<file path="src/source/axi_regs_pkg.sv">
`default_nettype none

package axi_regs_pkg;

	localparam int addr_width = 4; // byte address of the register window.
	localparam int data_width = 32;
	localparam int strb_width = data_width / 8;
	localparam int reg_count = 4;

	// one credit per buffer slot, so the two numbers are the same.
	localparam int wr_buf_depth = 4;
	localparam int credit_width = 3; // holds 0 to wr_buf_depth.

	localparam logic [1:0] axi_resp_okay = 2'b00;

	// word index, taken from address bits 3..2.
	typedef logic [1:0] reg_index_t;

	typedef struct packed {
		reg_index_t index;
		logic [data_width-1:0] data;
		logic [strb_width-1:0] strb;
	} write_req_t;

endpackage

`default_nettype wire

</file>
<file path="src/source/axi_write_front.sv">
`timescale 1ns/1ps
`default_nettype none

module axi_write_front
	import axi_regs_pkg::*;
(
	input wire logic s00_axi_aclk,
	input wire logic arst_n,
	input wire logic [addr_width-1:0] awaddr,
	input wire logic awvalid,
	output logic awready,
	input wire logic [data_width-1:0] wdata,
	input wire logic [strb_width-1:0] wstrb,
	input wire logic wvalid,
	output logic wready,
	output logic [1:0] bresp,
	output logic bvalid,
	input wire logic bready,
	input wire logic commit,
	output write_req_t wr_req,
	output logic push
);

	logic aw_full;
	logic w_full;
	reg_index_t aw_index;
	logic [data_width-1:0] w_data;
	logic [strb_width-1:0] w_strb;

	logic [credit_width-1:0] credits;
	logic [credit_width-1:0] pending;

	logic have_credit;
	logic aw_hs;
	logic w_hs;
	logic b_hs;

	assign have_credit = (credits != '0);
	assign awready = !aw_full && have_credit;
	assign wready = !w_full && have_credit;

	assign aw_hs = awvalid && awready;
	assign w_hs = wvalid && wready;
	assign b_hs = bvalid && bready;

	// a request leaves as soon as both halves are held.
	assign push = aw_full && w_full;
	assign wr_req = '{index: aw_index, data: w_data, strb: w_strb};

	assign bvalid = (pending != '0);
	assign bresp = axi_resp_okay;

	always_ff @(posedge s00_axi_aclk or negedge arst_n) begin
		if (!arst_n) begin
			aw_full <= 1'b0;
			w_full <= 1'b0;
		end else begin
			if (push) begin
				aw_full <= 1'b0;
				w_full <= 1'b0;
			end else begin
				if (aw_hs)
					aw_full <= 1'b1;
				if (w_hs)
					w_full <= 1'b1;
			end
		end
	end

	// address bits 1..0 are dropped, accesses are word aligned.
	always_ff @(posedge s00_axi_aclk) begin
		if (aw_hs)
			aw_index <= reg_index_t'(awaddr[addr_width-1:2]);
		if (w_hs) begin
			w_data <= wdata;
			w_strb <= wstrb;
		end
	end

	// a credit is spent on push and comes back with the B handshake.
	always_ff @(posedge s00_axi_aclk or negedge arst_n) begin
		if (!arst_n) begin
			credits <= credit_width'(wr_buf_depth);
		end else begin
			case ({push, b_hs})
				2'b10: credits <= credits - 1'b1;
				2'b01: credits <= credits + 1'b1;
				default: credits <= credits;
			endcase
		end
	end

	always_ff @(posedge s00_axi_aclk or negedge arst_n) begin
		if (!arst_n) begin
			pending <= '0;
		end else begin
			case ({commit, b_hs})
				2'b10: pending <= pending + 1'b1;
				2'b01: pending <= pending - 1'b1;
				default: pending <= pending;
			endcase
		end
	end

	a_credit_bound: assert property (@(posedge s00_axi_aclk) disable iff (!arst_n)
		credits <= credit_width'(wr_buf_depth));

	a_push_credit: assert property (@(posedge s00_axi_aclk) disable iff (!arst_n)
		push |-> have_credit);

endmodule

`default_nettype wire

</file>
<file path="src/source/write_fifo.sv">
`timescale 1ns/1ps
`default_nettype none

module write_fifo
	import axi_regs_pkg::*;
(
	input wire logic s00_axi_aclk,
	input wire logic arst_n,
	input wire logic push,
	input wire write_req_t wr_req,
	input wire logic pop,
	output write_req_t head,
	output logic not_empty
);

	localparam int ptr_width = $clog2(wr_buf_depth);

	write_req_t mem [wr_buf_depth];

	logic [ptr_width-1:0] wr_ptr;
	logic [ptr_width-1:0] rd_ptr;
	logic [credit_width-1:0] count;

	assign not_empty = (count != '0);
	assign head = mem[rd_ptr];

	always_ff @(posedge s00_axi_aclk) begin
		if (push)
			mem[wr_ptr] <= wr_req;
	end

	// depth is a power of two, so the pointers wrap by themselves.
	always_ff @(posedge s00_axi_aclk or negedge arst_n) begin
		if (!arst_n) begin
			wr_ptr <= '0;
			rd_ptr <= '0;
		end else begin
			if (push)
				wr_ptr <= wr_ptr + 1'b1;
			if (pop)
				rd_ptr <= rd_ptr + 1'b1;
		end
	end

	always_ff @(posedge s00_axi_aclk or negedge arst_n) begin
		if (!arst_n) begin
			count <= '0;
		end else begin
			case ({push, pop})
				2'b10: count <= count + 1'b1;
				2'b01: count <= count - 1'b1;
				default: count <= count;
			endcase
		end
	end

	// the front end credits are what keep this from overflowing.
	a_no_overflow: assert property (@(posedge s00_axi_aclk) disable iff (!arst_n)
		push |-> (count != credit_width'(wr_buf_depth)) || pop);

	a_no_underflow: assert property (@(posedge s00_axi_aclk) disable iff (!arst_n)
		pop |-> not_empty);

endmodule

`default_nettype wire

</file>
<file path="src/source/reg_bank.sv">
`timescale 1ns/1ps
`default_nettype none

module reg_bank
	import axi_regs_pkg::*;
(
	input wire logic s00_axi_aclk,
	input wire logic arst_n,
	input wire write_req_t head,
	input wire logic not_empty,
	output logic pop,
	output logic commit,
	input wire logic [addr_width-1:0] araddr,
	input wire logic arvalid,
	output logic arready,
	output logic [data_width-1:0] rdata,
	output logic [1:0] rresp,
	output logic rvalid,
	input wire logic rready
);

	logic [data_width-1:0] regs [reg_count];

	logic ar_hs;
	logic r_hs;
	reg_index_t rd_index;

	// one write per cycle, taken as soon as the buffer shows it.
	assign pop = not_empty;
	assign commit = pop;

	assign arready = !rvalid;
	assign ar_hs = arvalid && arready;
	assign r_hs = rvalid && rready;
	assign rd_index = reg_index_t'(araddr[addr_width-1:2]);
	assign rresp = axi_resp_okay;

	// only the bytes with their strobe set are replaced.
	always_ff @(posedge s00_axi_aclk or negedge arst_n) begin
		if (!arst_n) begin
			for (int r = 0; r < reg_count; r++)
				regs[r] <= '0;
		end else if (pop) begin
			for (int b = 0; b < strb_width; b++) begin
				if (head.strb[b])
					regs[head.index][8*b +: 8] <= head.data[8*b +: 8];
			end
		end
	end

	always_ff @(posedge s00_axi_aclk or negedge arst_n) begin
		if (!arst_n)
			rvalid <= 1'b0;
		else if (ar_hs)
			rvalid <= 1'b1;
		else if (r_hs)
			rvalid <= 1'b0;
	end

	// data is sampled at the AR handshake and held until R completes.
	always_ff @(posedge s00_axi_aclk) begin
		if (ar_hs)
			rdata <= regs[rd_index];
	end

	a_rdata_hold: assert property (@(posedge s00_axi_aclk) disable iff (!arst_n)
		rvalid && !rready |=> rvalid && $stable(rdata));

endmodule

`default_nettype wire

</file>
<file path="src/source/axi_lite_regs.sv">
`timescale 1ns/1ps
`default_nettype none

module axi_lite_regs
	import axi_regs_pkg::*;
(
	input wire logic s00_axi_aclk,
	input wire logic arst_n,
	input wire logic [addr_width-1:0] s00_axi_awaddr,
	input wire logic s00_axi_awvalid,
	output logic s00_axi_awready,
	input wire logic [data_width-1:0] s00_axi_wdata,
	input wire logic [strb_width-1:0] s00_axi_wstrb,
	input wire logic s00_axi_wvalid,
	output logic s00_axi_wready,
	output logic [1:0] s00_axi_bresp,
	output logic s00_axi_bvalid,
	input wire logic s00_axi_bready,
	input wire logic [addr_width-1:0] s00_axi_araddr,
	input wire logic s00_axi_arvalid,
	output logic s00_axi_arready,
	output logic [data_width-1:0] s00_axi_rdata,
	output logic [1:0] s00_axi_rresp,
	output logic s00_axi_rvalid,
	input wire logic s00_axi_rready
);

	write_req_t wr_req;
	write_req_t head;
	logic push;
	logic pop;
	logic not_empty;
	logic commit; // one pulse per register update, counted as a pending response.

	axi_write_front u_front (
		.s00_axi_aclk (s00_axi_aclk),
		.arst_n (arst_n),
		.awaddr (s00_axi_awaddr),
		.awvalid (s00_axi_awvalid),
		.awready (s00_axi_awready),
		.wdata (s00_axi_wdata),
		.wstrb (s00_axi_wstrb),
		.wvalid (s00_axi_wvalid),
		.wready (s00_axi_wready),
		.bresp (s00_axi_bresp),
		.bvalid (s00_axi_bvalid),
		.bready (s00_axi_bready),
		.commit (commit),
		.wr_req (wr_req),
		.push (push)
	);

	write_fifo u_fifo (
		.s00_axi_aclk (s00_axi_aclk),
		.arst_n (arst_n),
		.push (push),
		.wr_req (wr_req),
		.pop (pop),
		.head (head),
		.not_empty (not_empty)
	);

	reg_bank u_regs (
		.s00_axi_aclk (s00_axi_aclk),
		.arst_n (arst_n),
		.head (head),
		.not_empty (not_empty),
		.pop (pop),
		.commit (commit),
		.araddr (s00_axi_araddr),
		.arvalid (s00_axi_arvalid),
		.arready (s00_axi_arready),
		.rdata (s00_axi_rdata),
		.rresp (s00_axi_rresp),
		.rvalid (s00_axi_rvalid),
		.rready (s00_axi_rready)
	);

endmodule

`default_nettype wire

</file>
<file path="config.mk">
export PLATFORM = sky130hd
export DESIGN_NAME = axi_lite_regs
export DESIGN_NICKNAME = d
export VERILOG_FILES = /design/src/source/axi_regs_pkg.sv /design/src/source/axi_write_front.sv /design/src/source/write_fifo.sv /design/src/source/reg_bank.sv /design/src/source/axi_lite_regs.sv
export SDC_FILE = /design/constraint.sdc
export NUM_CORES = 1
export LEC_CHECK = 0
export ABC_AREA = 1
export BUFFER_PORTS_ARGS = -buffer_cell sky130_fd_sc_hd__buf_4
export CAP_MARGIN = 40
export CORE_MARGIN = 4
export CORE_UTILIZATION = 50
export DETAILED_ROUTE_END_ITERATION = 10
export PLACE_DENSITY = 0.79
export SYNTH_ARGS = -nofsm -noshare
export SYNTH_HDL_FRONTEND = slang
export SYNTH_SLANG_ARGS = --single-unit
</file>
<file path="constraint.sdc">
create_clock -name s00_axi_aclk -period 6 [get_ports s00_axi_aclk]
set_input_delay 0.3 -clock s00_axi_aclk [delete_from_list [all_inputs] [get_ports s00_axi_aclk]]
set_output_delay 0.3 -clock s00_axi_aclk [all_outputs]
set_load 0.03 [all_outputs]
</file>
Yosys cells after proc, flatten, opt, wreduce, memory -nomap -nowiden
Memory sizes are Yosys's and may differ from the RTL's.
Cells that the tools add are included.
{"block": "classes", "n_eq_ne": 6, "n_lt_le_gt_ge": 3, "reduce_logical": 21, "addsub": 8, "n_bitwise": 2, "muxes": 33}
{"cell": "$mux W128", "count": 7}
{"cell": "$bwmux W128", "count": 4}
{"cell": "$demux W32 S2", "count": 4}
{"cell": "$mux W32", "count": 3}
{"cell": "$bmux W32 S2", "count": 1}
{"cell": "$mux W24", "count": 1}
{"cell": "$pmux W3 S2", "count": 3}
{"cell": "$mux W16", "count": 1}
{"cell": "$reduce_bool A2 Y1", "count": 6}
{"cell": "$add A3 B1 Y3 const B", "count": 3}
{"cell": "$logic_and A1 B1 Y1", "count": 9}
{"cell": "$reduce_bool A3 Y1", "count": 3}
{"cell": "$sub A3 B1 Y3 const B", "count": 3}
{"cell": "$mux W1", "count": 8}
{"cell": "$mux W8", "count": 1}
{"cell": "$eq A2 B1 Y1 const B", "count": 3}
{"cell": "$eq A2 B2 Y1 const B", "count": 3}
{"cell": "$ge A3 B3 Y1 const B", "count": 2}
{"cell": "$not A2 Y3", "count": 2}
{"cell": "$add A2 B1 Y2 const B", "count": 2}
{"cell": "$logic_not A1 Y1", "count": 3}
{"cell": "$lt A3 B1 Y1 const B", "count": 1}
{"block": "word_totals", "in_bits": 51, "ramBits": 152, "wordCells": 90, "out_inout_bits": 41, "reg_bits": 214, "memories": 1}
{"name": "u_fifo.mem", "words": 4, "width": 38, "rd": 1, "rd_clocked_by_memory_dff": 0, "write_ports": 1, "line_no": "write_fifo.sv:18", "text": "write_req_t mem [wr_buf_depth];"}

Logic depth before layout (Yosys ltp)
Gate-level depths: netlist (run 1).
An unclocked memory read counts as a cell.
{"block": "depth", "depth_word": 17, "depth_mapped": 10, "mapped_depth_nobuf": 9}

Hierarchy
Synthesis (run 1) repeated with hierarchy kept, for this count alone.
{"block": "unflattened", "hier_cells": 1573, "area_unflattened_um2": 15787.6}
{"mod": "reg_bank", "cells_per_inst": 980, "instances": 1, "area_each_um2": 7542.2, "seq_area_each_um2": 4189.0}
{"mod": "write_fifo", "cells_per_inst": 491, "instances": 1, "area_each_um2": 6595.1, "seq_area_each_um2": 4739.5}
{"mod": "axi_write_front", "cells_per_inst": 102, "instances": 1, "area_each_um2": 1650.3, "seq_area_each_um2": 1342.5}

Worst setup path before layout (run 1)
OpenSTA, ideal clock, no wires.
{"block": "synth_timing", "kind": "flip-flop to flip-flop", "from": "register u_fifo.wr_ptr[0]", "to": "memory u_fifo.mem[2][0] (netlist bit), enable pin", "required_time_ps": 5567, "period_less_slack_ps": 2697, "arrival_ps": 2264, "stages_incl_launch_ff": 5, "setup_time_ps": 433, "n_path_buf": 0, "slack_ps": 3303, "path_cell_list": "dfrtp_1 > inv_1 > ha_1 > inv_1 > nor2_1"}
{"element": "start: declaration", "line_no": "write_fifo.sv:20", "text": "logic [ptr_width-1:0] wr_ptr;"}
{"element": "start signal: assignment", "line_no": "write_fifo.sv:39", "text": "wr_ptr <= wr_ptr + 1'b1;"}
{"element": "end: declaration", "line_no": "write_fifo.sv:18"}
No word-level cell before the write port.

Worst setup path after layout (run 1)
{"block": "layout_timing", "from": "register u_fifo.rd_ptr[0]", "to": "register u_regs.regs[19] (netlist bit)"}
{"block": "layout_via", "elab_chain_len": 14, "elab_cells_between_ends": 21, "classes_between": "order compare: 2; mux: 16; bitwise: 1; reduce/logical: 1; memory: 1"}
{"element": "start: declaration", "line_no": "write_fifo.sv:21", "text": "logic [ptr_width-1:0] rd_ptr;"}
{"element": "start signal: assignment", "line_no": "write_fifo.sv:41", "text": "rd_ptr <= rd_ptr + 1'b1;"}
{"element": "$mem_v2 Z4 W38 (*)"}
{"element": "$not A2 Y3 (not written as such)", "line_no": "reg_bank.sv:46", "text": "regs[head.index][8*b +: 8] <= head.data[8*b +: 8];"}
{"element": "$demux W32 S2", "line_no": "reg_bank.sv:46"}
{"element": "$bwmux W128", "line_no": "reg_bank.sv:46"}
{"element": "$mux W128", "line_no": "reg_bank.sv:45", "text": "if (head.strb[b])"}
{"element": "$mux W128", "line_no": "reg_bank.sv:43", "text": "end else if (pop) begin"}
{"element": "$bwmux W128", "line_no": "reg_bank.sv:46"}
{"element": "$mux W128", "line_no": "reg_bank.sv:45"}
{"element": "$mux W128", "line_no": "reg_bank.sv:43"}
{"element": "$bwmux W128", "line_no": "reg_bank.sv:46"}
{"element": "$mux W128", "line_no": "reg_bank.sv:45"}
{"element": "$mux W128", "line_no": "reg_bank.sv:43"}
{"element": "$bwmux W128", "line_no": "reg_bank.sv:46"}
{"element": "$mux W128 (*)", "line_no": "reg_bank.sv:45"}
{"element": "end signal: indexed assignment", "line_no": "reg_bank.sv:46"}
{"element": "end: declaration", "line_no": "reg_bank.sv:22", "text": "logic [data_width-1:0] regs [reg_count];"}
Mark *: on every way between the ends. The rest lies on a longest branch, timed or not. The select of a mux whose other input is x is not followed.
A chain may end at the register's enable or synchronous reset.

==> flow_metrics.env, run 1 <==
export IMPL_finClkSkew_ns=0.0104
export IMPL_finalCriticalPeriod_ns=2.95
export IMPL_area_growth_pct=17.7
export IMPL_final_antenna_net_count=0
export IMPL_slew_viol_final=0
export IMPL_outcome="finished clean"
export IMPL_die_y_um=180
export IMPL_cp_slowest_cell="dfrtp_2"
export IMPL_cp_start_kind="flip-flop"
export IMPL_detail_route_first_pass_iterations=5
export IMPL_ys_warn_count=0
export IMPL_io_pins=92
export IMPL_cts_max_path_buffers=3
export IMPL_whs_ns=0.0183
export IMPL_ys_seq_elements=366
export IMPL_syn_area_per_cell_um2=10.9
export IMPL_clock_sinks=366
export IMPL_rows=62
export IMPL_io_buffers=83
export IMPL_reg2reg_depth=8
export IMPL_dp_hpwl_um=18600
export IMPL_total_power_mw=9.01
export IMPL_cts_resized=0
export IMPL_antenna_found_initial=0
export IMPL_fp_dieArea_um2=32300
export IMPL_maxSlewHeadroom=0.364
export IMPL_cts_made_buffers=37
export IMPL_fin_util=0.601
export IMPL_cp_data_arrival_time_ns=3.35
export IMPL_maxCapViolations=0
export IMPL_drive_gt1_frac=0.129
export IMPL_setup_worst_path_class="reg -> reg"
export IMPL_nFillCells=2256
export IMPL_synth_cell_types=35
export IMPL_start_util=0.510
export IMPL_finalCritPeriodShare=0.491
export IMPL_diodes=0
export IMPL_hold_violations=0
export IMPL_post_drt_wl_per_cell_um=16.6
export IMPL_cts_hold_buf=42
export IMPL_grt_pass1_wl_um=51500
export IMPL_drc=0
export IMPL_final_nets=1533
export IMPL_gp_congestion=0.821
export IMPL_root_buffer="clkbuf_16"
export IMPL_crit_required_ns=6.41
export IMPL_clk_pin_slew_ns=0.06
export IMPL_crit_chain="buf_4 > nand2_1 > nand3_1 > nand2_4 > nor2_8 > nand2_1 > nand2_1 > nand2_1"
export IMPL_seq_area_frac_synth=0.698
export IMPL_hold_path_cell_count=3
export IMPL_grtUsageTotal=0.195
export IMPL_setup_viol=0
export IMPL_grt_pass1_vias=9998
export IMPL_rsz0062_at_grt="false"
export IMPL_cts_tree="built"
export IMPL_cp_common_cell="nand2_1"
export IMPL_fin_tns_setup_ns=0
export IMPL_clk_latency_ns=0.52
export IMPL_grt_ovfl_total=0
export IMPL_totalWireLength_um=31200
export IMPL_drt_iter0_drc=1131
export IMPL_irDropWorstVdd_v=0.000326
export IMPL_via_count=10003
export IMPL_grt_max_degree=73
export IMPL_power_density_nw_per_um2=520
export IMPL_viasPerCell=5.31
export IMPL_post_cts_buffers=0
export IMPL_yosys_area_top_type="edfxtp_1"
export IMPL_hold_class="in -> reg"
export IMPL_fmax_mhz=340
export IMPL_leakage_nw=7.31
export IMPL_die_w_um=180
export IMPL_synth_area_um2=14700
export IMPL_path_max_fanout=44
export IMPL_slowest_delay_ns=0.76
export IMPL_synth_top_cell_area_share=0.453
export IMPL_end_kind="flip-flop"
export IMPL_htreeDepth=2
export IMPL_tightestPinTransition_ns=0.944
export IMPL_ys_top_cells_by_area="edfxtp_1 45%, dfrtp_1 24%, nand2_1 10%, o21ai_0 5.1%, nor2_1 4.3%"
export IMPL_core_um2=28900
export IMPL_synthCells=1346
[power by group]
part | internal (mW) | switching, mW | leakage [nW]
Combinational | 0.838 | 2.15 | 2.88
Sequential | 3.47 | 0.369 | 3.86
Clock | 1.28 | 0.917 | 0.567
[cell type report]
| type | instances | area (µm²) | area share |
|---|---|---|---|
| clock buffers | 47 | 963 | 0.0556 |
| clock inverters | 21 | 200 | 0.0116 |
| inverters | 43 | 166 | 0.00960 |
| multi-input cells | 886 | 4060 | 0.234 |
| flip-flops and latches | 366 | 10300 | 0.593 |
| well taps | 384 | 480 | 0.0277 |
| repair buffers | 138 | 1180 | 0.0684 |
[cells in the mapped netlist]
library cell,number
a21oi_2,3
inv_2,1
buf_6,1
nand3_2,1
nand2_1,406
ha_1,7
dfrtp_1,143
xor2_1,4
clkinv_1,1
nor2_8,1
nor2_4,8
nand2_2,13
o22ai_1,32
xnor2_1,5
fa_1,3
nor3_1,1
inv_1,39
nor2_1,168
nand2_4,4
buf_4,9
o21ai_1,16
inv_4,2
buf_1,3
and2_1,1
conb_1,1
dfstp_2,1
o21ai_0,151
edfxtp_1,222
buf_2,17
a21oi_1,5
nor2_2,6
nand3_1,45
mux2_2,1
clkbuf_1,24
nor3_4,1
[cell usage in the layout (no fill, tap or decap), types with 3 or more instances in the layout]
cell type	n
buf_4	93
bufinv_16	3
a21oi_2	3
xor2_1	4
nand3_1	45
dlygate4sd3_1	42
clkinv_2	7
clkinv_1	8
dfrtp_1	142
xnor2_1	5
inv_1	39
nand2_1	406
edfxtp_1	222
nor2_1	164
nand2_2	13
o21ai_1	16
clkbuf_16	37
a21oi_1	5
clkbuf_1	10
nand2_4	4
conb_1	4
o22ai_1	32
ha_1	7
fa_1	3
o21ai_0	151
nor2_4	12
nor2_2	6
[metrics by stage]
stage          area, µm²  setup WS, ns  cells
2_1_floorplan      14700          3.30   1349
3_3_place_gp       15700          3.14   1773
3_5_place_dp       15700          3.09   1775
4_1_cts            17300          3.06   1885
5_1_grt            17300          2.81   1885
6_report           17300          3.05   1885
[worst max-delay path: cells and delay by family, from the launching register on]
kind	cells	cell delay, ns
buffers and inverters	1	0.50
AND/OR/NAND/NOR	7	1.52
flip-flops	1	0.76
[logic make-up (layout without fill, tap and decap cells)]
logic type / after synthesis / after routing / synth area share
other cells: 1 / 4 / 0.000255
compound gates: 207 / 207 / 0.0739
buf+inv: 97 / 249 / 0.0293
fa+ha+maj: 10 / 10 / 0.0100
xor+xnor: 9 / 9 / 0.00535
flops: 366 / 366 / 0.698
mux: 1 / 1 / 0.000765
simple gates: 655 / 655 / 0.183
[per-layer routing]
metal  track usage  wire length (µm)
met5             0                 0
met1         0.272             13400
met3        0.0356              2450
met4        0.0588               689
met2         0.316             14700
[sequential cells by signal (all words and copies together), names as in the netlist]
name / cells
u_regs.regs: 128
u_front.aw_index: 2
u_front.w_data: 32
u_front.pending: 3
u_front.w_full: 1
u_regs.rvalid: 1
u_fifo.mem: 152
u_front.credits: 3
u_front.aw_full: 1
u_regs.rdata: 32
u_fifo.count: 3
u_fifo.wr_ptr: 2
u_front.w_strb: 4
u_fifo.rd_ptr: 2
[worst paths after layout]
kind / from / to / slack, ns
worst max-delay path: u_fifo.rd_ptr[0] / u_regs.regs[19] / 3.05
worst min-delay path: s00_axi_arvalid / u_regs.rvalid / 0.02
min in group asynchronous: arst_n / u_regs.regs[107] / 0.36
max in group asynchronous: arst_n / u_regs.regs[101] / 4.51
worst max register to register: u_fifo.rd_ptr[0] / u_regs.regs[19] / 3.05
worst min register to register: u_regs.regs[73] / u_regs.regs[73] / 0.47
Note: power is estimated with default switching activity, not from simulation.
==> inputs of run 2 (changes only) <==
- PLACE_DENSITY: 0.79 -> 0.81
- clock period: 6 -> 2.5 ns (I/O delays scaled with it)
==> flow_metrics.env, run 2 (synthesis gave the netlist of run 1 again) <==
export IMPL_r2r_start="u_fifo.rd_ptr[0]"
export IMPL_cts_made_buffers=38
export IMPL_hold_class="in -> reg"
export IMPL_crit_required_ns=2.92
export IMPL_die_y_um=180
export IMPL_area_growth_pct=19.3
export IMPL_grt_max_degree=65
export IMPL_clk_latency_ns=0.53
export IMPL_reg2reg_depth=8
export IMPL_p_sw_frac=0.375
export IMPL_crit_chain="inv_2 > buf_4 > nand2_1 > nand3_1 > a21oi_2 > nand2_1 > nand2_1 > nand2_1"
export IMPL_power_density_nw_per_um2=1260
export IMPL_detail_route_first_pass_iterations=5
export IMPL_leakage_nw=7.46
export IMPL_finClkSkew_ns=0.0212
export IMPL_cts_resized=0
export IMPL_clk_pin_slew_ns=0.06
export IMPL_cp_data_arrival_time_ns=2.57
export IMPL_viasPerCell=5.31
export IMPL_outcome="finished clean"
export IMPL_reg2reg_to="u_regs.regs[24]"
export IMPL_cp_slowest_cell="dfrtp_2"
export IMPL_core_um2=28900
export IMPL_setup_worst_path_class="reg -> reg"
export IMPL_whs_ns=0.136
export IMPL_drc=0
export IMPL_slew_viol_final=0
export IMPL_p_switching_mw=8.33
export IMPL_cp_start_kind="flip-flop"
export IMPL_root_buffer="clkbuf_16"
export IMPL_post_cts_buffers=0
export IMPL_fin_cells=1916
export IMPL_maxCapViolations=0
export IMPL_end_kind="flip-flop"
export IMPL_grtUsageTotal=0.192
export IMPL_die_w_um=180
export IMPL_drt_iter0_drc=1155
export IMPL_post_drt_wl_per_cell_um=16.4
export IMPL_layout_commonest_cell="nand2_1"
export IMPL_path_max_fanout=25
export IMPL_drive_gt1_frac=0.145
export IMPL_placedCellCount=1804
export IMPL_p_seq_frac=0.413
export IMPL_maxSlewHeadroom=0.557
export IMPL_tightestPinTransition_ns=0.664
export IMPL_final_antenna_net_count=0
export IMPL_total_power_mw=22.2
export IMPL_cp_common_cell="nand2_1"
export IMPL_internal_power_mw=13.9
export IMPL_start_util=0.510
export IMPL_combinationalPowerShare=0.346
export IMPL_fin_tns_setup_ns=0
export IMPL_antenna_found_initial=1
export IMPL_finalCriticalPeriod_ns=2.15
export IMPL_reg_top3="u_fifo.mem x152, u_regs.regs x128"
export IMPL_gp_congestion=0.832
export IMPL_grt_pass1_wl_um=51000
export IMPL_largest_reg_flops=152
export IMPL_layout_common_cells="406 x nand2_1, 222 x edfxtp_1, 164 x nor2_1"
export IMPL_grt_ovfl_total=0
export IMPL_finalCritPeriodShare=0.859
export IMPL_hp_start="s00_axi_bready"
export IMPL_cts_tree="built"
export IMPL_top_register="u_fifo.mem"
export IMPL_via_count=10183
export IMPL_hold_violations=0
export IMPL_grt_pass1_vias=10024
export IMPL_setup_viol=0
export IMPL_clock_sinks=366
export IMPL_totalWireLength_um=31400
export IMPL_io_pins=92
export IMPL_fp_dieArea_um2=32300
export IMPL_final_nets=1564
export IMPL_cts_max_path_buffers=3
export IMPL_place_ws_ns=0.379
export IMPL_irDropWorstVdd_v=0.000676
export IMPL_slowest_delay_ns=0.53
export IMPL_hold_path_endpoint="u_front.credits[0]"
export IMPL_setup_slack_ns=0.352
export IMPL_io_buffers=83
export IMPL_fmax_mhz=465
export IMPL_htreeDepth=2
export IMPL_hold_path_cell_count=4
export IMPL_rows=62
export IMPL_dp_hpwl_um=19300
export IMPL_r2r_slack_ns=0.35
export IMPL_p_clk_frac=0.241
export IMPL_rsz0062_at_grt="false"
export IMPL_diodes=0
run 2: changes by cell type in the layout (fill, tap and decap cells not counted), moves of 3 or more:
| cell | delta |
|---|---|
| buf_4 | +29 |
| clkbuf_1 | +6 |
| clkinv_1 | -4 |
| clkbuf_16 | +3 |
| clkinv_2 | -3 |
run 2: layout make-up:
class	count	area, µm²
fillers	2219	11300
repair buffers	168	1400
inverters	43	166
multi-input cells	886	4060
well taps	384	480
flip-flops and latches	366	10300
clock buffers	58	1090
clock inverters	11	98.8
run 2: how the worst max path moves through the flow:
stage | start | endpoint | slack, ns | cells past startpoint
floorplan | u_front.credits[2] | u_front.w_data[0] | 0.23 | 4
global placement | u_fifo.rd_ptr[0] | u_regs.regs[26] | 0.43 | 8
detailed placement | u_fifo.rd_ptr[0] | u_regs.regs[31] | 0.38 | 8
CTS | u_fifo.rd_ptr[0] | u_regs.regs[31] | 0.37 | 8
global route | u_fifo.rd_ptr[0] | u_regs.regs[31] | 0.15 | 8
finish | u_fifo.rd_ptr[0] | u_regs.regs[24] | 0.35 | 8
run 2: power groups by stage:
stage	Sequential [mW]	Clock, mW	Combinational [mW]
detailed placement	9.25	0	7.54
global placement	9.17	0	7.24
CTS	9.15	5.43	7.65
global route	9.33	5.70	8.57
floorplan	9.12	0	5.05
finish	9.18	5.34	7.69
run 2: metal layers:
layer  share of wire  global-route usage  up-vias  wire [µm]
met5         0.00041                   0        -         13
met4           0.017              0.0454        2        541
met3           0.082              0.0378       44       2570
met2            0.48               0.321      397      15000
met1            0.42               0.265     4912      13200
li1                -                   -     4828          -
run 2: worst max-delay path: cells and delay by family, from the launching register on:
family,cells,cell delay (ns)
AO/OA/AOI/OAI,1,0.46
buffers and inverters,2,0.37
flip-flops,1,0.53
AND/OR/NAND/NOR,5,0.66
run 2: repair_timing:
action,in CTS,in global routing
hold buffers,43,0
endpoints found under the setup margin,0,0
endpoints found under the hold margin,105,0
run 2: per-stage QoR:
stage	util	cell area, µm²
after floorplan	-	14700
after global placement	0.553	15900
after detailed placement	0.553	15900
after CTS	0.609	17600
after global routing	0.609	17600
final	0.609	17600
